<file path="config.mk">
export PLATFORM = sky130hd
export DESIGN_NAME = hub_loopback
export DESIGN_NICKNAME = d
export VERILOG_FILES = /design/src/hdl/hub_pkg.sv /design/src/hdl/hub_loopback.sv
export SDC_FILE = /design/constraint.sdc
export NUM_CORES = 1
export LEC_CHECK = 0
export BUFFER_PORTS_ARGS = -buffer_cell sky130_fd_sc_hd__buf_2
export CAP_MARGIN = 20
export CORE_MARGIN = 3
export CORE_UTILIZATION = 33
export DETAILED_ROUTE_END_ITERATION = 6
export PLACE_DENSITY = 0.85
export SYNTH_ARGS = -nofsm -noshare
export SYNTH_HDL_FRONTEND = slang
export SYNTH_SLANG_ARGS = --single-unit
export TNS_END_PERCENT = 5
</file>
<file path="constraint.sdc">
create_clock -name clk_i -period 1.3 [get_ports clk_i]
set_clock_uncertainty 0.15 [all_clocks]
set_input_delay 0.195 -clock clk_i [delete_from_list [all_inputs] [get_ports clk_i]]
set_output_delay 0.195 -clock clk_i [all_outputs]
set_load 0.02 [all_outputs]
</file>
<file path="src/hdl/hub_pkg.sv">
package hub_pkg;

  typedef logic [19:0] paddr_t;
  typedef logic [31:0] word_t;
  typedef logic [3:0]  tag_t;
  typedef logic [2:0]  dev_id_t;
  typedef logic [1:0]  dst_t;
  typedef logic [15:0] dev_ofs_t;
  typedef logic [7:0]  core_id_t;
  typedef logic [7:0]  did_t;

  localparam int NUM_DEV   = 4;
  localparam int MEM_WORDS = 256;
  localparam int MEM_IDX_W = $clog2(MEM_WORDS);

  localparam paddr_t DRAM_BASE = 20'h80000;

  localparam dev_id_t CFG_DEV   = 3'd1;
  localparam dev_id_t CLINT_DEV = 3'd2;
  localparam dev_id_t CACHE_DEV = 3'd3;

  // Device slots on the router and arbiter ports
  localparam dst_t DST_MEM   = 2'd0;
  localparam dst_t DST_CFG   = 2'd1;
  localparam dst_t DST_CLINT = 2'd2;
  localparam dst_t DST_LOOP  = 2'd3;

  localparam dev_ofs_t CFG_FREEZE_OFS  = 16'h0000;
  localparam dev_ofs_t CFG_CORE_ID_OFS = 16'h0004;
  localparam dev_ofs_t CFG_DID_OFS     = 16'h0008;

  localparam dev_ofs_t CLINT_MSIP_OFS     = 16'h0000;
  localparam dev_ofs_t CLINT_MTIMECMP_OFS = 16'h4000;
  localparam dev_ofs_t CLINT_MTIME_OFS    = 16'hbff8;

  // Split of an address below DRAM_BASE
  typedef struct packed {
    logic     dram;
    dev_id_t  dev;
    dev_ofs_t ofs;
  } local_addr_t;

  typedef struct packed {
    logic   wr;
    paddr_t addr;
    tag_t   tag;
    word_t  data;
  } mem_fwd_t;

  typedef struct packed {
    logic   wr;
    paddr_t addr;
    tag_t   tag;
    word_t  data;
  } mem_rev_t;

  typedef struct packed {
    logic     freeze;
    core_id_t core_id;
  } cfg_bus_t;

endpackage

</file>
<file path="src/hdl/hub_loopback.sv">
`timescale 1ns/10ps

module hub_loopback (
  input  logic                 clk_i
  , input  logic               rst_n_i
  , input  hub_pkg::mem_fwd_t  fwd_i
  , input  logic               fwd_v_i
  , output logic               fwd_ready_o
  , output hub_pkg::mem_rev_t  rev_o
  , output logic               rev_v_o
  , input  logic               rev_ready_i
);

  hub_pkg::mem_rev_t rev_q;
  logic              rev_v_q;
  logic              accept;

  assign fwd_ready_o = ~rev_v_q | rev_ready_i;
  assign accept      = fwd_v_i & fwd_ready_o;

  always_ff @(posedge clk_i) begin
    if (!rst_n_i) begin
      rev_v_q <= 1'b0;
    end else if (accept) begin
      rev_v_q <= 1'b1;
    end else if (rev_ready_i) begin
      rev_v_q <= 1'b0;
    end
  end

  // Header echoed, write data dropped
  always_ff @(posedge clk_i) begin
    if (accept) begin
      rev_q.wr   <= fwd_i.wr;
      rev_q.addr <= fwd_i.addr;
      rev_q.tag  <= fwd_i.tag;
      rev_q.data <= '0;
    end
  end

  assign rev_o   = rev_q;
  assign rev_v_o = rev_v_q;

endmodule

</file>
==> impl_metrics.ini <==
[outcome]
status = complete, but fails checks
violations = hold timing

[setup_path]
path_buf_inv = 1
r2r_cells = 2
cp.arrival_ns = 0.93
critPathTopFamily = flip-flops
critPathMaxFanout = 1
path_class = reg2out
r2r_end = rev_o[36]$_DFFE_PP_
slowest_stage = edfxtp_1
rrSetupSlack_ns = 0.05
path_depth = 1
crit_end = rev_o[54]
timing.rr.start = rev_v_o$_SDFFE_PN0P_
crit_path_max_incr_delay_ns = 0.43
crit_chain = buf_2
crit_required_ns = 0.95
critPathCaptureType = primary output
critPathLaunch = rev_o[54]$_DFFE_PP_
crit_path_start_kind = register

[clock_network]
cts_htree_levels = 1
postCtsHoldBufs = 27
post_cts_buffers = 0
clockBufferDepth = 2
cts_buffers = 3
clk_latency_ns = 0.32
clkTransAtPathRegs_ns = 0.13
clkSinkCount = 26
clock-root-buffer = clkbuf_4
cts_tree = built

[sta]
drv_slew = 0
final.period_utilization_pct = 97.8
grt_setup_unrepaired = true
max_freq_ghz = 0.787
fin_crit_ns = 1.27
finalSetupTns_ns = 0
hold_violations = 1
whs_ns = -0.0117
setup_viol_count_final = 0

[yosys]
synth_top_area_share_pct = 71.3
syn_area_mm2 = 0.00105
yosys_register_bits = 26
yosysWarnings = 0
synth_cells = 63
syn_avg_cell_area_um2 = 16.7
yosysSeqAreaShare_pct = 73.2
synth_cell_type_count = 8
synth_area_leaders = edfxtp_1 71%, buf_4 23%, dfxtp_1 1.9%, nand2b_4 1.3%, a21boi_2 1.1%
yosysTopAreaCell = edfxtp_1

[die]
fp-row-count = 19
die_w_um = 62.5
initial_utilization_pct = 36.3
die_area_mm2 = 0.00390
dieHeight_um = 62.5
core_mm2 = 0.00290
io_pins = 120

[routing]
totalWireLength_um = 2400
vias = 709
drc_errors = 0
drt_iter0_markers = 26
viasPerCell = 3.73
wl_per_cell_um = 12.6
drtAntennaViolNets = 0
dr.pass1.iters = 4

[grt]
grt_pass1_wl_um = 3760
gr-total-overflow = 0
grt_max_degree = 26
grt_pass1_vias = 738
grtUsageTotal_pct = 12.4
grt_antenna_before_repair = 0

[power_and_ir_drop]
vdd_drop_max_mv = 0.465
power_uw = 1870
leakage_uw = 0.000739
power_density_mw_per_mm2 = 1170

[placed_design]
dp.final_hpwl_um = 1470
numPortBuffers = 55
gp_congestion = 0.642

[finish]
nNetsFinal = 210
diodes = 0
n_fill_cell = 223
synthToLayoutAreaGrowth_pct = 52.0
drive_gt1_share_pct = 42.6

[min_path]
hp-class = in2reg

[flow_run]
max_cap_violations = 0
-- where the power goes --
group / internal [uW] / switching [uW] / leakage, uW
Combinational: 126 / 209 / 0.000461
Sequential: 976 / 15.7 / 0.000250
Clock: 312 / 229 / 0.0000279
Total: 1410 / 454 / 0.000739
-- metrics by stage --
step / setup WS (ns) / cell area, um^2 / instances / util [%] / hold slack [ns]
3_5_place_dp: 0.0825 / 1260 / 159 / 43.4 / 0.224
6_report: 0.0290 / 1600 / 190 / 55.1 / -0.0117
5_1_grt: -0.0239 / 1600 / 190 / 55.1 / -0.0168
2_1_floorplan: 0.0476 / 1170 / 94 / - / 0.144
3_3_place_gp: 0.102 / 1260 / 159 / 43.4 / 0.224
4_1_cts: 0.0289 / 1580 / 190 / 54.5 / -0.0270
-- layout make-up --
type,count,area [um^2],area share (%)
Multi-Input combinational cell,35,154,9.62
Inverter,1,3.75,0.235
Tap cell,42,52.6,3.29
Clock buffer,3,22.5,1.41
Timing Repair Buffer,82,564,35.3
Clock inverter,1,30.0,1.88
Sequential cell,26,772,48.3
-- layer usage --
layer	GRT usage [%]	up-vias	wire, um
li1	-	319	-
met1	12.7	313	787
met2	22.5	71	1190
met3	4.14	6	345
met4	6.06	0	70
met5	0	-	0
-- cell families after synthesis --
group / Yosys count / synth area share [%]
other cells: 1 / 0.356
flops: 26 / 73.2
simple gates: 2 / 2.14
buf+inv: 33 / 23.2
compound gates: 1 / 1.07
-- layout by cell type, fill, tap and decap left out, drive strengths merged --
master / n
buf: 55
conb: 32
dlygate4sd3: 27
edfxtp: 25
clkbuf: 3
nand2b: 1
and2: 1
inv: 1
a21boi: 1
bufinv: 1
dfxtp: 1
-- flip-flops by register name (all words and copies together), names as in the netlist --
register  count
rev_v_o       1
rev_o        25
-- timing repair --
| action | in CTS | in global routing |
|---|---|---|
| endpoints found under the setup margin | 0 | 4 |
| hold endpoints to repair | 26 | 1 |
| gates resized for setup | 0 | 6 |
-- cells in the mapped netlist, drive strengths merged --
cell,instances
nand2b,1
conb,1
dfxtp,1
inv,1
buf,32
a21boi,1
edfxtp,25
and2,1
-- worst min-delay path by stage --
stage / from / to / slack, ns / depth (start not counted)
final: rev_ready_i / rev_v_o$_SDFFE_PN0P_ / -0.01 / 3
after floorplan: fwd_i[32] / rev_o[32]$_DFFE_PP_ / 0.14 / 0
after detailed placement: fwd_i[44] / rev_o[44]$_DFFE_PP_ / 0.22 / 1
after global routing: rev_ready_i / rev_v_o$_SDFFE_PN0P_ / -0.02 / 3
after CTS: rev_ready_i / rev_v_o$_SDFFE_PN0P_ / -0.03 / 3
after global placement: fwd_i[36] / rev_o[36]$_DFFE_PP_ / 0.22 / 1
Note: power is estimated with default switching activity, not from simulation.
