**config.mk**
```make
export PLATFORM = sky130hd
export DESIGN_NAME = hub_clint_slice
export DESIGN_NICKNAME = d
export VERILOG_FILES = /design/src/hdl/hub_pkg.sv /design/src/hdl/hub_clint_slice.sv
export SDC_FILE = /design/constraint.sdc
export NUM_CORES = 1
export LEC_CHECK = 0
export BUFFER_PORTS_ARGS = -buffer_cell sky130_fd_sc_hd__clkbuf_2
export CAP_MARGIN = 25
export CORE_MARGIN = 4
export CORE_UTILIZATION = 30
export CTS_BUF_LIST = sky130_fd_sc_hd__clkbuf_8
export CTS_CLUSTER_DIAMETER = 60
export DETAILED_ROUTE_END_ITERATION = 6
export PLACE_DENSITY_LB_ADDON = 0.08
export SETUP_SLACK_MARGIN = 0.4
export SYNTH_ARGS = -nofsm -noshare
export SYNTH_HDL_FRONTEND = slang
export SYNTH_SLANG_ARGS = --single-unit
```
**constraint.sdc**
```tcl
create_clock -name clk_i -period 2.8 [get_ports clk_i]
set_clock_uncertainty 0.05 [all_clocks]
set_input_delay 0.28 -clock clk_i [delete_from_list [all_inputs] [get_ports clk_i]]
set_output_delay 0.28 -clock clk_i [all_outputs]
set_load 0.005 [all_outputs]
```
**src/hdl/hub_pkg.sv**
```systemverilog
package hub_pkg;

  typedef logic [19:0] paddr_t;
  typedef logic [31:0] word_t;
  typedef logic [3:0]  tag_t;
  typedef logic [2:0]  dev_id_t;
  typedef logic [1:0]  dst_t;
  typedef logic [15:0] dev_ofs_t;
  typedef logic [7:0]  core_id_t;
  typedef logic [7:0]  did_t;

  localparam int NUM_DEV   = 4;
  localparam int MEM_WORDS = 256;
  localparam int MEM_IDX_W = $clog2(MEM_WORDS);

  localparam paddr_t DRAM_BASE = 20'h80000;

  localparam dev_id_t CFG_DEV   = 3'd1;
  localparam dev_id_t CLINT_DEV = 3'd2;
  localparam dev_id_t CACHE_DEV = 3'd3;

  // Device slots on the router and arbiter ports
  localparam dst_t DST_MEM   = 2'd0;
  localparam dst_t DST_CFG   = 2'd1;
  localparam dst_t DST_CLINT = 2'd2;
  localparam dst_t DST_LOOP  = 2'd3;

  localparam dev_ofs_t CFG_FREEZE_OFS  = 16'h0000;
  localparam dev_ofs_t CFG_CORE_ID_OFS = 16'h0004;
  localparam dev_ofs_t CFG_DID_OFS     = 16'h0008;

  localparam dev_ofs_t CLINT_MSIP_OFS     = 16'h0000;
  localparam dev_ofs_t CLINT_MTIMECMP_OFS = 16'h4000;
  localparam dev_ofs_t CLINT_MTIME_OFS    = 16'hbff8;

  // Split of an address below DRAM_BASE
  typedef struct packed {
    logic     dram;
    dev_id_t  dev;
    dev_ofs_t ofs;
  } local_addr_t;

  typedef struct packed {
    logic   wr;
    paddr_t addr;
    tag_t   tag;
    word_t  data;
  } mem_fwd_t;

  typedef struct packed {
    logic   wr;
    paddr_t addr;
    tag_t   tag;
    word_t  data;
  } mem_rev_t;

  typedef struct packed {
    logic     freeze;
    core_id_t core_id;
  } cfg_bus_t;

endpackage

```
**src/hdl/hub_clint_slice.sv**
```systemverilog
`timescale 1ns/10ps

module hub_clint_slice (
  input  logic                 clk_i
  , input  logic               rst_n_i
  , input  hub_pkg::mem_fwd_t  fwd_i
  , input  logic               fwd_v_i
  , output logic               fwd_ready_o
  , output hub_pkg::mem_rev_t  rev_o
  , output logic               rev_v_o
  , input  logic               rev_ready_i
  , input  logic               rt_tick_i
  , output logic               software_irq_o
  , output logic               timer_irq_o
);

  hub_pkg::local_addr_t local_addr;
  hub_pkg::word_t       mtime_q;
  hub_pkg::word_t       mtime_d;
  hub_pkg::word_t       mtimecmp_q;
  hub_pkg::word_t       mtimecmp_d;
  hub_pkg::word_t       rd_data;
  hub_pkg::mem_rev_t    rev_q;
  logic                 msip_q;
  logic                 msip_d;
  logic                 timer_irq_q;
  logic                 rev_v_q;
  logic                 accept;
  logic                 wr_en;

  assign local_addr  = fwd_i.addr;
  assign fwd_ready_o = ~rev_v_q | rev_ready_i;
  assign accept      = fwd_v_i & fwd_ready_o;
  assign wr_en       = accept & fwd_i.wr;

  // Next state, a write to mtime beats the tick
  always_comb begin
    msip_d     = msip_q;
    mtimecmp_d = mtimecmp_q;
    mtime_d    = rt_tick_i ? mtime_q + 1'b1 : mtime_q;
    if (wr_en) begin
      case (local_addr.ofs)
        hub_pkg::CLINT_MSIP_OFS:     msip_d     = fwd_i.data[0];
        hub_pkg::CLINT_MTIMECMP_OFS: mtimecmp_d = fwd_i.data;
        hub_pkg::CLINT_MTIME_OFS:    mtime_d    = fwd_i.data;
        default:                     msip_d     = msip_q;
      endcase
    end
  end

  always_comb begin
    case (local_addr.ofs)
      hub_pkg::CLINT_MSIP_OFS:     rd_data = hub_pkg::word_t'(msip_q);
      hub_pkg::CLINT_MTIMECMP_OFS: rd_data = mtimecmp_q;
      hub_pkg::CLINT_MTIME_OFS:    rd_data = mtime_q;
      default:                     rd_data = '0;
    endcase
  end

  // Compare on next state so the irq lines up with the write response
  always_ff @(posedge clk_i) begin
    if (!rst_n_i) begin
      msip_q      <= 1'b0;
      mtime_q     <= '0;
      mtimecmp_q  <= '1;
      timer_irq_q <= 1'b0;
      rev_v_q     <= 1'b0;
    end else begin
      msip_q      <= msip_d;
      mtime_q     <= mtime_d;
      mtimecmp_q  <= mtimecmp_d;
      timer_irq_q <= (mtime_d >= mtimecmp_d);
      if (accept) begin
        rev_v_q <= 1'b1;
      end else if (rev_ready_i) begin
        rev_v_q <= 1'b0;
      end
    end
  end

  always_ff @(posedge clk_i) begin
    if (accept) begin
      rev_q.wr   <= fwd_i.wr;
      rev_q.addr <= fwd_i.addr;
      rev_q.tag  <= fwd_i.tag;
      rev_q.data <= fwd_i.wr ? '0 : rd_data;
    end
  end

  assign rev_o          = rev_q;
  assign rev_v_o        = rev_v_q;
  assign software_irq_o = msip_q;
  assign timer_irq_o    = timer_irq_q;

endmodule

```
==> reports/qor.txt, run 1 <==
Starting Density - 30.81%
RSZ-0062 raised after global routing - yes
worst path arrival time - 3.16 ns
synthesized instance count - 617
vias - 5554
synth top area cells - edfxtp_1 27%, dfxtp_1 21%, ha_1 6.5%
initial antenna violation count - 0
Die ar. - 0.02343 mm^2
first-pass GRT wire length - 31130 um
dpl cell area - 0.008164 mm^2
Avg WL per Cell - 16.57 um
register area - 0.003064 mm^2
HPWL after DPL - 14350 um
flops & latches, synth - 124
Post-synth EDFFs - 57
CP max FO - 5
max-cap violations - 0
Synth area leader - edfxtp_1
fin area - 0.008792 mm^2
power per standard cell area - 426.7 mW/mm^2
Pleak - 4.067 nW
Final Max Slew Viols - 0
vias in the first global route - 5849
GR Util All Layers - 16.52%
critical path data required time - 3.08 ns
Clk pin slew, worst setup/hold paths - 0.08 ns
Initial DRC Count - 311
count of cell types in the netlist - 57
final setup fails - 1
core area - 0.02049 mm^2
clock buffer depth - 2
GP Congestion - 0.8166
row cnt - 52
Ports - 123
post-layout net count - 958
worst skew pair latency - 0.44 ns
Buffers on Ports - 122
die width - 153.1 um
ANT cells - 0
area of the multi-input gates - 0.003183 mm^2
detailed-route DRC error count - 0
setup_tns - -0.08752 ns
worst setup margin - -0.08752 ns
area share of the largest cell type after synthesis - 27.11%
YS warnings - 0
Worst-Margin Slew - 0.5832 ns
asr flop ratio synth - 0%
share of cells above drive strength 1 - 38.13%
Num CTS Buffers - 17
Final Cycle Share - 103.1%
number of H-tree levels - 4
failing checks - negative setup slack
Avg Inst Size Synth - 10.23 um^2
vias per inst - 4.846
pin count of the biggest net entering global routing - 57
Synth Flop Type - dfxtp_1
sequential share of the synthesized area - 48.36%
Setup CP Type - flip-flop to flip-flop
Clock Tree Root - clkbuf_8
Mapped Area - 0.006314 mm^2
die height - 153.1 um
ANT nets after route - 0
area grow syn2layout - 39.26%
Final Hold Viols - 0
Fillers - 1996
Routed WL - 18990 um
status - finished with violations
Slew Limit Headroom - 61.08%
Worst VDD drop - 0.0002325 V
Max Clk Rate - 0.3463 GHz
Congestion Overflow GR - 0
worst min-delay path class - input port to flip-flop
CP endpoint kind - flip-flop
Final min period - 2.888 ns
router iterations before antenna repair - 5
CP Launch Type - flip-flop
syn nets - 712
TritonCTS clock tree - yes
clk sinks - 124
-- registers in the layout, indices dropped and copies added (netlist names) --
name / count
rev_o: 57
mtime_q: 32
mtimecmp_q: 32
rev_v_o: 1
software_irq_o: 1
timer_irq_o: 1
-- worst max-delay path, cell delays in order, from the launching register on --
cell,delay (ns)
dfxtp_2,0.34
and4_4,0.24
buf_6,0.13
buf_6,0.10
and2_4,0.13
buf_6,0.10
nand4_1,0.14
xor2_2,0.22
a21oi_2,0.15
ha_1,0.26
and4_1,0.17
a31o_2,0.22
a221o_1,0.27
a21oi_2,0.15
o31ai_1,0.09
-- cell type report --
cell class	count	area share (%)
clock inverters	15	1.693
multi-input cells	447	36.20
well taps	270	3.842
clock buffers	17	2.661
repair buffers	264	20.36
flip-flops and latches	124	34.85
inverters	9	0.3842
-- report_power, final --
| group | switching [mW] | total [mW] | internal, mW |
|---|---|---|---|
| sequential | 0.0136 | 1.95 | 1.94 |
| combinational | 0.127 | 0.237 | 0.110 |
| clock | 0.773 | 1.56 | 0.787 |
| total | 0.914 | 3.75 | 2.84 |
-- final timing paths --
path	endpoint	slack, ns	cells past startpoint	startpoint
setup reg to reg	timer_irq_o	-0.09	14	mtime_q[3]
hold / removal	rev_v_o	0.03	3	fwd_v_i
setup / recovery	timer_irq_o	-0.09	14	mtime_q[3]
hold reg to reg	software_irq_o	0.45	2	software_irq_o
-- per-stage QoR --
step | utilization [%] | hold WS, ns | std cells | setup WS, ns | total power, mW
6_report | 42.90 | 0.03149 | 1146 | -0.08752 | 3.751
5_1_grt | 42.90 | 0.002766 | 1146 | -0.2397 | 3.923
4_1_cts | 42.73 | 0.0002066 | 1143 | -0.03345 | 3.821
3_5_place_dp | 39.84 | 0.4087 | 1097 | -0.3472 | 2.223
3_3_place_gp | 39.84 | 0.4077 | 1097 | -0.2931 | 2.220
2_1_floorplan | - | 0.3289 | 617 | 0.2258 | 2.065
-- what timing repair did --
item / in CTS / in global routing
pin swaps: 11 / 7
endpoints found under the setup margin: 1 / 1
gates cloned: 0 / 0
endpoints found under the hold margin: 13 / 0
setup buffers: 1 / 3
gates resized for setup: 25 / 3
hold buffers: 13 / 0
-- per-layer routing --
layer,track usage (%),part of all wire [%],up-vias
met3,3.562,4.0,16
met4,4.412,1.1,0
met2,27.72,48,133
met5,0,0,-
li1,-,-,2785
met1,21.64,47,2620
-- cell usage in the layout (no fill, tap or decap), types with 4 or more instances in the layout --
| master | count |
|---|---|
| edfxtp_1 | 57 |
| nor3_2 | 6 |
| o31a_1 | 5 |
| o211a_1 | 8 |
| nor4_4 | 5 |
| nor4_1 | 6 |
| clkbuf_2 | 122 |
| ha_1 | 32 |
| a22oi_1 | 31 |
| and4_1 | 9 |
| a211oi_1 | 4 |
| mux2i_1 | 38 |
| nand4_1 | 11 |
| nor3_1 | 7 |
| xnor2_1 | 7 |
| dfxtp_1 | 58 |
| buf_12 | 5 |
| buf_6 | 5 |
| o21a_1 | 9 |
| o21ai_0 | 9 |
| dlygate4sd3_1 | 13 |
| nand3_1 | 16 |
| xor2_1 | 10 |
| nor2_1 | 61 |
| a21oi_1 | 39 |
| inv_1 | 9 |
| nand2_1 | 68 |
| and2_1 | 9 |
| clkbuf_8 | 17 |
| buf_4 | 119 |
| dfxtp_2 | 9 |
-- Yosys cell counts (all sizes together), types with 4 or more instances --
library cell  count
a22oi            31
xor2             11
nor3             13
nor2             64
nand2            69
and2             13
o31a              5
a21oi            42
o211a             8
a211oi            6
edfxtp           57
nand4            15
and4             12
nor4             11
clkbuf           15
nand3            18
o21ai            12
xnor2             7
ha               33
dfxtp            67
mux2i            38
o21a              9
and3              4
inv               9
buf              22
-- cells by family after synthesis --
group,synth area share (%)
xor gates and xnor gates,2.497
muxes,6.203
AOI/OAI and AO/OA,13.87
adders and majority gates,6.540
buffers and inverters,3.508
and+or+nand+nor,19.03
DFF,48.36
Note: power is estimated with default switching activity, not from simulation.
==> run 2, diff against run 1 <==
==> constraint.sdc (replaced) <==
create_clock -name clk_i -period 3.25 [get_ports clk_i]
set_clock_uncertainty 0.05 [all_clocks]
set_input_delay 0.325 -clock clk_i [delete_from_list [all_inputs] [get_ports clk_i]]
set_output_delay 0.325 -clock clk_i [all_outputs]
set_load 0.005 [all_outputs]
==> reports/qor.txt, run 2 (synthesis results as in run 1) <==
Congestion Overflow GR - 0 (unchanged)
Pwr Total - 3.231 mW (-14%)
vias in the first global route - 5407 (-7.6%)
worst skew pair latency - 0.44 ns (about the same)
CP max FO - 5 (unchanged)
row cnt - 52 (unchanged)
first-pass GRT wire length - 29580 um (-5.0%)
most common cell after layout, fill and taps aside - clkbuf_2
power per standard cell area - 384.9 mW/mm^2 (-9.8%)
Setup CP Type - flip-flop to flip-flop
GP Congestion - 0.8326 (+2.0%)
setup_tns - 0 ns (+0.08752 ns)
clk sinks - 124 (unchanged)
vias - 5368 (-3.3%)
most frequent cells in the layout - 122 x clkbuf_2, 68 x nand2_1, 62 x nor2_1, 57 x edfxtp_1, 49 x buf_4
post-layout net count - 885 (-7.6%)
WP buf/inv - 1 (-2)
critical path cell sequence - ha_4 > buf_4 > and2_4 > nand3_1 > xor2_2 > a21oi_2 > ha_1 > and4_1 > a31o_2 > a221o_1 > a21oi_2 > o31ai_1
register area - 0.003098 mm^2 (+1.1%)
Initial DRC Count - 276 (-11%)
Top cell by count, worst path - a21oi_2
Fillers - 2053 (+2.9%)
initial antenna violation count - 0 (unchanged)
Final Hold Viols - 0 (unchanged)
CP endpoint kind - flip-flop
share of cells above drive strength 1 - 36.74% (-1.4 points)
Avg WL per Cell - 17.62 um (+6.3%)
CP max stage cell - dfxtp_4
number of H-tree levels - 4 (unchanged)
vias per inst - 5.003 (+3.2%)
Die ar. - 0.02343 mm^2 (unchanged)
Final min period - 2.776 ns (-0.1117 ns)
final setup fails - 0 (-1)
Ports - 123 (unchanged)
Routed WL - 18910 um (-0.44%)
Worst path top cell family by delay - compound AO/OA/AOI/OAI gates
worst min-delay path class - input port to flip-flop
GR Util All Layers - 15.77% (-0.75 points)
Num CTS Buffers - 17 (unchanged)
detailed-route DRC error count - 0 (unchanged)
Starting Density - 30.81% (unchanged)
Slew Limit Headroom - 69.57% (+8.5 points)
Final Cycle Share - 85.41% (-18 points)
ANT nets after route - 0 (unchanged)
Clock Tree Root - clkbuf_8
Worst VDD drop - 0.0002071 V (-11%)
core area - 0.02049 mm^2 (unchanged)
Worst-Margin Slew - 0.4565 ns (-0.1267 ns)
Max Clk Rate - 0.3602 GHz (+4.0%)
pin count of the biggest net entering global routing - 32 (-44%)
HPWL after DPL - 13620 um (-5.1%)
ANT cells - 0 (unchanged)
reg2reg start - mtime_q[0]
die height - 153.1 um (unchanged)
router iterations before antenna repair - 5 (unchanged)
beginning of the worst hold path - fwd_i[38]
flip-flop count of the largest register after layout - 57 (unchanged)
crit-path max cell delay - 0.38 ns (+0.04 ns)
Final Max Slew Viols - 0 (unchanged)
area grow syn2layout - 32.94%
die width - 153.1 um (unchanged)
Pleak - 3.725 nW (-8.4%)
critical path data required time - 3.53 ns (+0.45 ns)
CP Launch Type - flip-flop
area of the multi-input gates - 0.003269 mm^2 (+2.7%)
status - complete, no violations
worst path arrival time - 3.05 ns (-0.11 ns)
clock buffer depth - 2 (unchanged)
Buffers on Ports - 122 (unchanged)
final hold slack - 0.03680 ns (+0.005315 ns)
RSZ-0062 raised after global routing - no
Clk pin slew, worst setup/hold paths - 0.08 ns (about the same)
max-cap violations - 0 (unchanged)
Critical Path Start - mtime_q[0]
TritonCTS clock tree - yes
[run 2: metal layers]
metal / part of all wire, % / track usage, % / wire [um]
met3: 3.9 / 3.167 / 742
met5: 0 / 0 / 0
met4: 1.5 / 4.540 / 289
met2: 48 / 26.37 / 9064
met1: 47 / 20.74 / 8812
[run 2: timing repair]
action                                  in CTS  in global routing
pin swaps                                    3                 18
resized for setup                           25                 67
setup buffers                                4                 13
cloned                                       0                  1
endpoints found under the hold margin        9                  0
endpoints found under the setup margin       1                  1
hold buffers                                 9                  0
[run 2: final cells by class]
type	count	area share, %
repair buffers	191	15.09
inverters	9	0.4025
multi-input cells	447	38.95
clock buffers	19	3.116
well taps	270	4.025
flip-flops and latches	124	36.91
clock inverters	13	1.506
[run 2: per-stage QoR]
stage               utilization [%]  std cells  worst slack (ns)  instance area (um^2)
global placement              36.28       1013           -0.2661                  7436
CTS                           39.20       1059            0.4037                  8034
detailed placement            36.42       1014           -0.1390                  7463
floorplan                         -        617            0.5274                  6314
finish                        40.95       1073            0.4741                  8393
global route                  40.95       1073            0.3578                  8393
[run 2: worst paths after layout]
check                                      to  slack [ns]  depth (start not counted)
worst max-delay path              timer_irq_o        0.47                         12
worst min-delay path                rev_o[38]        0.04                          1
worst max register to register    timer_irq_o        0.47                         12
worst min register to register  mtimecmp_q[2]        0.46                          2
[run 2: power breakdown]
group          internal, mW  switching [mW]  total (mW)
Sequential             1.67          0.0142        1.68
Combinational        0.0869           0.107       0.194
Clock                 0.711           0.645        1.36
