File: src/hdl/hub_pkg.sv
package hub_pkg;

  typedef logic [19:0] paddr_t;
  typedef logic [31:0] word_t;
  typedef logic [3:0]  tag_t;
  typedef logic [2:0]  dev_id_t;
  typedef logic [1:0]  dst_t;
  typedef logic [15:0] dev_ofs_t;
  typedef logic [7:0]  core_id_t;
  typedef logic [7:0]  did_t;

  localparam int NUM_DEV   = 4;
  localparam int MEM_WORDS = 256;
  localparam int MEM_IDX_W = $clog2(MEM_WORDS);

  localparam paddr_t DRAM_BASE = 20'h80000;

  localparam dev_id_t CFG_DEV   = 3'd1;
  localparam dev_id_t CLINT_DEV = 3'd2;
  localparam dev_id_t CACHE_DEV = 3'd3;

  // Device slots on the router and arbiter ports
  localparam dst_t DST_MEM   = 2'd0;
  localparam dst_t DST_CFG   = 2'd1;
  localparam dst_t DST_CLINT = 2'd2;
  localparam dst_t DST_LOOP  = 2'd3;

  localparam dev_ofs_t CFG_FREEZE_OFS  = 16'h0000;
  localparam dev_ofs_t CFG_CORE_ID_OFS = 16'h0004;
  localparam dev_ofs_t CFG_DID_OFS     = 16'h0008;

  localparam dev_ofs_t CLINT_MSIP_OFS     = 16'h0000;
  localparam dev_ofs_t CLINT_MTIMECMP_OFS = 16'h4000;
  localparam dev_ofs_t CLINT_MTIME_OFS    = 16'hbff8;

  // Split of an address below DRAM_BASE
  typedef struct packed {
    logic     dram;
    dev_id_t  dev;
    dev_ofs_t ofs;
  } local_addr_t;

  typedef struct packed {
    logic   wr;
    paddr_t addr;
    tag_t   tag;
    word_t  data;
  } mem_fwd_t;

  typedef struct packed {
    logic   wr;
    paddr_t addr;
    tag_t   tag;
    word_t  data;
  } mem_rev_t;

  typedef struct packed {
    logic     freeze;
    core_id_t core_id;
  } cfg_bus_t;

endpackage

File: src/hdl/hub_cfg_slice.sv
`timescale 1ns/10ps

module hub_cfg_slice (
  input  logic                 clk_i
  , input  logic               rst_n_i
  , input  hub_pkg::mem_fwd_t  fwd_i
  , input  logic               fwd_v_i
  , output logic               fwd_ready_o
  , output hub_pkg::mem_rev_t  rev_o
  , output logic               rev_v_o
  , input  logic               rev_ready_i
  , input  hub_pkg::did_t      did_i
  , output hub_pkg::cfg_bus_t  cfg_o
);

  hub_pkg::local_addr_t local_addr;
  hub_pkg::word_t       rd_data;
  hub_pkg::mem_rev_t    rev_q;
  hub_pkg::core_id_t    core_id_q;
  logic                 freeze_q;
  logic                 rev_v_q;
  logic                 accept;

  assign local_addr  = fwd_i.addr;
  assign fwd_ready_o = ~rev_v_q | rev_ready_i;
  assign accept      = fwd_v_i & fwd_ready_o;

  always_comb begin
    case (local_addr.ofs)
      hub_pkg::CFG_FREEZE_OFS:  rd_data = hub_pkg::word_t'(freeze_q);
      hub_pkg::CFG_CORE_ID_OFS: rd_data = hub_pkg::word_t'(core_id_q);
      hub_pkg::CFG_DID_OFS:     rd_data = hub_pkg::word_t'(did_i);
      default:                  rd_data = '0;
    endcase
  end

  // Tile comes out of reset frozen
  always_ff @(posedge clk_i) begin
    if (!rst_n_i) begin
      freeze_q  <= 1'b1;
      core_id_q <= '0;
    end else if (accept && fwd_i.wr) begin
      if (local_addr.ofs == hub_pkg::CFG_FREEZE_OFS) begin
        freeze_q <= fwd_i.data[0];
      end
      if (local_addr.ofs == hub_pkg::CFG_CORE_ID_OFS) begin
        core_id_q <= fwd_i.data[7:0];
      end
    end
  end

  always_ff @(posedge clk_i) begin
    if (!rst_n_i) begin
      rev_v_q <= 1'b0;
    end else if (accept) begin
      rev_v_q <= 1'b1;
    end else if (rev_ready_i) begin
      rev_v_q <= 1'b0;
    end
  end

  always_ff @(posedge clk_i) begin
    if (accept) begin
      rev_q.wr   <= fwd_i.wr;
      rev_q.addr <= fwd_i.addr;
      rev_q.tag  <= fwd_i.tag;
      rev_q.data <= fwd_i.wr ? '0 : rd_data;
    end
  end

  assign rev_o           = rev_q;
  assign rev_v_o         = rev_v_q;
  assign cfg_o.freeze    = freeze_q;
  assign cfg_o.core_id   = core_id_q;

  // Stalled response must not change
  assert property (@(posedge clk_i) disable iff (!rst_n_i)
    rev_v_o && !rev_ready_i |=> rev_v_o && $stable(rev_o));

endmodule

File: config.mk
export PLATFORM = sky130hd
export DESIGN_NAME = hub_cfg_slice
export DESIGN_NICKNAME = d
export VERILOG_FILES = /design/src/hdl/hub_pkg.sv /design/src/hdl/hub_cfg_slice.sv
export SDC_FILE = /design/constraint.sdc
export NUM_CORES = 1
export LEC_CHECK = 0
export ABC_AREA = 1
export BUFFER_PORTS_ARGS = -buffer_cell sky130_fd_sc_hd__buf_2
export CORE_MARGIN = 2
export CORE_UTILIZATION = 36
export DETAILED_ROUTE_END_ITERATION = 12
export GPL_TIMING_DRIVEN = 0
export PLACE_DENSITY = 0.75
export SYNTH_ARGS = -nofsm -noshare
export SYNTH_HDL_FRONTEND = slang
export SYNTH_SLANG_ARGS = --single-unit
File: constraint.sdc
create_clock -name clk_i -period 1.4 [get_ports clk_i]
set_input_delay 0.21 -clock clk_i [delete_from_list [all_inputs] [get_ports clk_i]]
set_output_delay 0.21 -clock clk_i [all_outputs]
set_load 0.05 [all_outputs]
==> results of run 1 <==
==> power by group through the flow <==
stage	combinational (uW)	sequential (uW)	clock, uW
3_3_place_gp	578	1480	0
5_1_grt	613	1450	981
2_1_floorplan	251	1680	0
6_report	585	1450	915
4_1_cts	586	1450	945
3_5_place_dp	581	1480	0
==> worst paths after layout <==
check | startpoint | endpoint | cells past startpoint | slack, ns
worst max-delay path | rev_v_o | core_id_q[3] | 7 | 0.15
worst min-delay path | fwd_i[32] | rev_o[32] | 1 | 0.1
worst max register to register | rev_v_o | core_id_q[3] | 7 | 0.15
worst min register to register | freeze_q | freeze_q | 2 | 0.48
==> sequential cells by signal, indices dropped and copies added (netlist names) <==
name,flops
core_id_q,8
freeze_q,1
rev_o,33
rev_v_o,1
==> what timing repair did <==
| action | in CTS | in global routing |
|---|---|---|
| gates resized for setup | 1 | 0 |
| endpoints found under the setup margin | 33 | 0 |
| buffers inserted | 0 | 0 |
| endpoints found under the hold margin | 0 | 0 |
==> critical path, stage by stage (launching register included) <==
cell and delay, ns:
dfxtp_4 0.37, nand2_8 0.07, nand2_4 0.08, nor2_2 0.18, nand3_4 0.14, buf_6 0.17
nor2_1 0.10, nor2_1 0.05
==> area by class of cell <==
| cell class | count | area share, % |
|---|---|---|
| buffer | 28 | 8.04 |
| clock buffer | 5 | 2.59 |
| clock inverter | 3 | 1.46 |
| inverter | 16 | 2.40 |
| multi-input combinational | 117 | 20.7 |
| sequential | 43 | 44.9 |
| tap | 70 | 3.29 |
| timing repair buffer | 87 | 16.4 |
| timing repair inverter | 1 | 0.282 |
==> per-layer routing <==
metal,wire length (um),global-route usage [%]
met5,0,0
met4,60,5.45
met3,377,4.47
met2,1890,25.1
met1,1450,13.2
==> through the flow <==
stage / total power (uW) / worst slack, ns / util (%)
finish: 2950 / 0.148 / 52.1
global route: 3050 / 0.0185 / 52.1
CTS: 2980 / 0.129 / 52.1
detailed placement: 2060 / -0.182 / 49.9
global placement: 2060 / -0.176 / 49.9
floorplan: 1930 / -0.101 / -
==> placed cells by master, fill, tap and decap left out <==
| master | n |
|---|---|
| buf_2 | 87 |
| edfxtp_1 | 33 |
| nand2_1 | 31 |
| nor2_1 | 27 |
| buf_4 | 27 |
| conb_1 | 24 |
| nand3_1 | 15 |
| inv_1 | 14 |
| dfxtp_1 | 9 |
| a21oi_1 | 6 |
| clkbuf_8 | 5 |
| nand2_2 | 4 |
| nor2_2 | 3 |
| clkinvlp_4 | 2 |
| nand2_8 | 1 |
| nand2_4 | 1 |
| nor2_4 | 1 |
| nor2_8 | 1 |
| inv_2 | 1 |
| nand3_4 | 1 |
| buf_6 | 1 |
| nand4_1 | 1 |
| a21boi_0 | 1 |
| clkinv_2 | 1 |
| bufinv_16 | 1 |
| clkinv_1 | 1 |
| dfxtp_4 | 1 |
==> kinds of logic (layout without fill, tap and decap cells) <==
kind of cell	after synthesis	count (layout)	share of synthesized area [%]
other	1	24	0.197
AND/OR/NAND/NOR	86	86	20.9
buffers and inverters	44	140	14.4
flip-flops	43	43	62.5
AO/OA/AOI/OAI	7	7	1.97
==> results.cfg, run 1 <==
[outcome]
status = complete, no violations

[worst_setup_path]
crit_type = reg2reg
arrival_ns = 1.44
required_ns = 1.59
crit_fanout = 10
crit_path_end_kind = flop
start_kind = flop

[power_and_ir_drop]
combPwrFrac_pct = 19.8
leakage_uw = 0.00131
netSwitchingFraction_pct = 28.9
power_density_mw_per_mm2 = 1110
internal_power_uw = 2100
p_seq_share_pct = 49.1
p_sw_uw = 852
peakVddDrop_mv = 0.443
p_clk_share_pct = 31.0

[sta]
finalMaxSlewViolations = 0
finalHoldViolations = 0
setup_viol = 0
holdWs_ns = 0.0979
rsz0062_at_grt = false
fin_crit_ns = 1.25
fin_crit_sh_pct = 89.4
fmax_mhz = 799
totalNegativeSetupSlack_ns = 0
clock_skew_ns = 0.00720

[logic_synthesis]
synth_top_area_cell = edfxtp_1
netlist_instances = 181
ys.flop_type = edfxtp_1
synth.area.top_cells = edfxtp_1 (52%), buf_4 (11%), dfxtp_1 (11%), nand2_1 (6.5%), nor2_1 (5.3%)
synth-seq-area-share_pct = 62.5
synth_edf_count = 33
syn_area_mm2 = 0.00191
synth_top_area_share_pct = 52.0
ys_ff_latch = 43
ys_types = 18
synth_commonest_cells = edfxtp_1 (33), nand2_1 (33), buf_4 (27), nor2_1 (27)
synthArstFlopShare_pct = 0
synth.avg_cell_area_um2 = 10.5
ys_warn_count = 0

[final_layout]
nets = 368
regArea_mm2 = 0.00119
antenna_cells = 0
area_delta_synth_final_pct = 39.7
instances_no_fill = 370
drive_above_1_share_pct = 46.0
fill_cells = 470
multi_input_area_um2 = 551
final_area_mm2 = 0.00266

[floorplan]
rows = 26
pin_count = 137
die_h_um = 76.8
fp.dieW_um = 76.8
die-area_mm2 = 0.00589
initial_core_util_pct = 37.3
coreArea_mm2 = 0.00511

[routing]
drt_iter0_markers = 25
drtPass1Iterations = 3
wl_um = 3770
ant_nets = 0
wl_per_cell_um = 10.2
viasPerCell = 4.05
vias = 1499
drc = 0

[global_routing]
track_usage_pct = 13.3
grt_pass1_vias = 1403
grt_max_degree = 18
grt_overflow_total = 0
antenna_found_initial = 0
grt_first_pass_wirelength_um = 6200

[worst_hold_path]
hp-class = in2reg

[clock_network]
cts_tree = done
cts_buffer_depth = 2
clk_pin_slew_ns = 0.08
worstSkewPairLatency_ns = 0.29
cts-root-buf = clkbuf_8
cts_buffers = 5
ctsHoldBuffers = 0
clkSinkCount = 43
ctsHtreeMaxLevel = 2

[placed_design]
place_congestion = 0.760
hpwl_um = 3050
placed_cell_area_mm2 = 0.00255
port_buffers = 87
dp_cells = 361

[flow_run]
maxCapViolations = 0
(Power assumes the default switching activity.)
==> inputs of run 2 (changes only) <==
--- a/config.mk
+++ b/config.mk
@@ -7,11 +7,11 @@
 export LEC_CHECK = 0
 export ABC_AREA = 1
 export BUFFER_PORTS_ARGS = -buffer_cell sky130_fd_sc_hd__buf_2
+export CORE_ASPECT_RATIO = 1.25
 export CORE_MARGIN = 2
-export CORE_UTILIZATION = 36
+export CORE_UTILIZATION = 30
 export DETAILED_ROUTE_END_ITERATION = 12
 export GPL_TIMING_DRIVEN = 0
-export PLACE_DENSITY = 0.75
 export SYNTH_ARGS = -nofsm -noshare
 export SYNTH_HDL_FRONTEND = slang
 export SYNTH_SLANG_ARGS = --single-unit
==> results.cfg, run 2 (same netlist as run 1, synthesis figures left out) <==
[outcome]
status = complete, no violations

[sta]
fin_crit_ns = 1.24
setup_viol = 0
finalHoldViolations = 0
fin_crit_sh_pct = 88.4
clock_skew_ns = 0.00760
finalMaxSlewViolations = 0
totalNegativeSetupSlack_ns = 0
fmax_mhz = 808
rsz0062_at_grt = false

[floorplan]
die-area_mm2 = 0.00701
fp.dieW_um = 75.3
initial_core_util_pct = 30.9
coreArea_mm2 = 0.00617
rows = 32
pin_count = 137
die_h_um = 93.1

[final_layout]
nets = 368
largest_reg_flops = 33
area_delta_synth_final_pct = 40.4
final_cell_mix = buf_2 (87), edfxtp_1 (33), nand2_1 (31)
drive_above_1_share_pct = 45.8
final_common_cell = buf_2
instances_no_fill = 384
antenna_cells = 0
fill_cells = 647
final_util_pct = 43.4

[power_and_ir_drop]
power_density_mw_per_mm2 = 1100
peakVddDrop_mv = 0.505
p_seq_share_pct = 49.4
netSwitchingFraction_pct = 28.5
combPwrFrac_pct = 19.9
p_clk_share_pct = 30.7
p_sw_uw = 837
internal_power_uw = 2100
leakage_uw = 0.00131
power_uw = 2940

[clock_network]
clkSinkCount = 43
cts_resized = 1
cts-root-buf = clkbuf_8
cts_tree = done
clk_pin_slew_ns = 0.08
cts_setup_buffers = 0
cts_buffer_depth = 2
ctsHtreeMaxLevel = 2
worstSkewPairLatency_ns = 0.28
cts_buffers = 5
ctsHoldBuffers = 0

[worst_setup_path]
crit_type = reg2reg
crit_fanout = 10
cp_slowest_cell = dfxtp_4
crit_top_cell = nor2_1
start_kind = flop
cpPeakStageDelay_ns = 0.37
required_ns = 1.58
crit_path_end_kind = flop
crit_chain = nand2_8, nand2_4, nor2_2, nand3_4, buf_6, nor2_1, nor2_1
crit_family = simple AND/OR/NAND/NOR gates
arrival_ns = 1.42
path_buf_inv = 1

[routing]
viasPerCell = 3.82
ant_nets = 0
drtPass1Iterations = 4
drt_iter0_markers = 27
wl_um = 3780
drc = 0
vias = 1468
wl_per_cell_um = 9.84

[placed_design]
dp_cells = 376
hpwl_um = 3020
place_congestion = 0.698
port_buffers = 87

[global_routing]
grt_overflow_total = 0
grt_max_degree = 18
grt_pass1_vias = 1361
track_usage_pct = 11.0
grt_first_pass_wirelength_um = 5870
antenna_found_initial = 0

[flow_run]
maxCapViolations = 0

[worst_hold_path]
hp-class = in2reg
run 2: stage by stage:
stage	hold slack, ns	area [um^2]	worst slack, ns
floorplan	0.309	2020	-0.101
global placement	0.387	2560	-0.199
detailed placement	0.389	2560	-0.209
CTS	0.0907	2680	0.143
global route	0.0857	2680	0.0477
finish	0.105	2680	0.162
run 2: per-layer routing:
metal / global-route usage, % / share of wire (%)
met5: 0 / 0
met4: 4.82 / 1.0
met3: 4.42 / 12
met2: 19.4 / 51
met1: 11.1 / 36
run 2: path summary, 6_finish.rpt:
kind                                 from           end  slack [ns]  depth (start not counted)
worst max-delay path              rev_v_o  core_id_q[1]        0.16                          7
worst min-delay path            fwd_i[54]     rev_o[54]        0.10                          1
worst max register to register    rev_v_o  core_id_q[1]        0.16                          7
worst min register to register   freeze_q      freeze_q        0.50                          2
run 2: layout make-up:
cell class | instances | area (um^2) | area share (%)
Buffer | 28 | 214 | 8.00
Clock buffer | 6 | 72.6 | 2.71
Clock inverter | 1 | 30.0 | 1.12
Inverter | 16 | 63.8 | 2.39
Multi-Input combinational cell | 117 | 551 | 20.6
Sequential cell | 43 | 1190 | 44.7
Tap cell | 85 | 106 | 3.98
Timing Repair Buffer | 87 | 435 | 16.3
Timing Repair inverter | 1 | 7.51 | 0.281
run 2: power groups by stage:
stage / combinational, uW / clock, uW / sequential [uW]
2_1_floorplan: 251 / 0 / 1680
4_1_cts: 587 / 943 / 1450
5_1_grt: 618 / 978 / 1460
3_3_place_gp: 580 / 0 / 1480
3_5_place_dp: 582 / 0 / 1480
6_report: 586 / 901 / 1450
run 2: worst register-to-register path: stages, from the launching register on:
cell	delay, ns
dfxtp_4	0.37
nand2_8	0.07
nand2_4	0.07
nor2_2	0.17
nand3_4	0.14
buf_6	0.17
nor2_1	0.09
nor2_1	0.05
==> inputs of run 3 (changes only) <==
--- a/config.mk
+++ b/config.mk
@@ -6,7 +6,7 @@
 export NUM_CORES = 1
 export LEC_CHECK = 0
 export ABC_AREA = 1
-export BUFFER_PORTS_ARGS = -buffer_cell sky130_fd_sc_hd__buf_2
+export BUFFER_PORTS_ARGS = -buffer_cell sky130_fd_sc_hd__buf_4
 export CORE_ASPECT_RATIO = 1.25
 export CORE_MARGIN = 2
 export CORE_UTILIZATION = 30
==> constraint.sdc (replaced) <==
create_clock -name clk_i -period 1.1 [get_ports clk_i]
set_input_delay 0.165 -clock clk_i [delete_from_list [all_inputs] [get_ports clk_i]]
set_output_delay 0.165 -clock clk_i [all_outputs]
set_load 0.05 [all_outputs]
==> results.cfg, run 3 (same netlist as run 1, synthesis figures left out) <==
[routing]
drtPass1Iterations = 4
wl_um = 4180
ant_nets = 0
vias = 1512
wl_per_cell_um = 10.6
drc = 0
drt_iter0_markers = 37
viasPerCell = 3.83

[sta]
fmax_mhz = 880
rsz0062_at_grt = true
fin_crit_sh_pct = 103
fin_ws_ns = -0.0358
clock_skew_ns = 0.00849
setup_viol = 39
fin_crit_ns = 1.14
finalHoldViolations = 0
finalMaxSlewViolations = 0

[worst_setup_path]
crit_path_end_kind = flop
arrival_ns = 1.14
crit_type = reg2reg
r2r-start = rev_v_o
cp_slowest_cell = dfxtp_4
crit_chain = nand2_8, nand2_8, buf_12, clkinvlp_4, buf_12
cpPeakStageDelay_ns = 0.37
crit_family = flip-flops
start_kind = flop
required_ns = 1.10
path_buf_inv = 3
crit_start = rev_v_o
crit_fanout = 17

[power_and_ir_drop]
leakage_uw = 0.00143
peakVddDrop_mv = 0.418
power_density_mw_per_mm2 = 1210

[placed_design]
port_buffers = 87
place_congestion = 0.688
placed_cell_area_mm2 = 0.00278
hpwl_um = 3160

[clock_network]
ctsHtreeMaxLevel = 2
worstSkewPairLatency_ns = 0.29
ctsHoldBuffers = 0
clkSinkCount = 43
cts_buffer_depth = 2
cts-root-buf = clkbuf_8
cts_tree = done
cts_buffers = 5
clk_pin_slew_ns = 0.08

[floorplan]
coreArea_mm2 = 0.00617
die-area_mm2 = 0.00701
fp.dieW_um = 75.3
die_h_um = 93.1
pin_count = 137
rows = 32
initial_core_util_pct = 30.9

[worst_hold_path]
hold_start = fwd_i[52]
hp-class = in2reg

[global_routing]
grt_overflow_total = 0
grt_pass1_vias = 1524
track_usage_pct = 12.4
antenna_found_initial = 0
grt_max_degree = 18
grt_first_pass_wirelength_um = 6650

[final_layout]
area_delta_synth_final_pct = 60.5
largest_reg_flops = 33
drive_above_1_share_pct = 52.3
final_util_pct = 49.6
final_common_cell = buf_4
nets = 378
antenna_cells = 0
final_area_mm2 = 0.00306
fill_cells = 603
final_cell_mix = buf_4 (117), edfxtp_1 (33), nand2_1 (27)

[outcome]
status = finished, violations left
violations = setup timing

[flow_run]
maxCapViolations = 0
==> run 3: power breakdown <==
part           switching [uW]  leakage [uW]  internal (uW)  total (uW)
combinational             587      0.000985            302         890
clock                     514     0.0000412            443         958
sequential               21.1      0.000404           1830        1850
==> run 3: path summary, 6_finish.rpt <==
path	slack, ns	to	cells past startpoint
max	-0.04	rev_o[45]	5
min	0.05	rev_o[52]	1
max reg2reg	-0.04	rev_o[45]	5
min reg2reg	0.47	freeze_q	2
==> run 3: what timing repair did <==
action	4_1_cts	5_1_grt
endpoints found under the setup margin	42	51
gates resized for setup	7	17
pin swaps	3	5
setup buffers	6	3
gates cloned	2	0
==> run 3: cell type report <==
class,instances,area [um^2],share of cell area [%]
Buffer,28,214,7.00
Clock buffer,6,72.6,2.37
Clock inverter,2,12.5,0.409
Inverter,16,63.8,2.09
Multi-Input combinational cell,117,604,19.8
Sequential cell,43,1200,39.1
Tap cell,85,106,3.48
Timing Repair Buffer,97,781,25.5
Timing Repair inverter,1,7.51,0.245
==> run 3: through the flow <==
step                worst slack [ns]  total power (uW)  setup TNS (ns)  std cells  hold slack (ns)
finish                       -0.0358              3700           -1.13        395           0.0498
global route                  -0.115              3830           -2.92        395           0.0371
CTS                          -0.0554              3720           -1.42        392           0.0430
detailed placement            -0.508              2720          -20.60        376            0.345
global placement              -0.486              2710          -19.70        376            0.344
floorplan                     -0.401              2460          -14.63        204            0.264
==> run 3: per-layer routing <==
layer | vias up | global-route usage (%) | part of all wire, %
met5 | - | 0 | 0
met4 | 0 | 4.82 | 1.8
met3 | 6 | 3.99 | 10
met2 | 78 | 23.0 | 54
met1 | 636 | 12.4 | 35
li1 | 792 | - | -
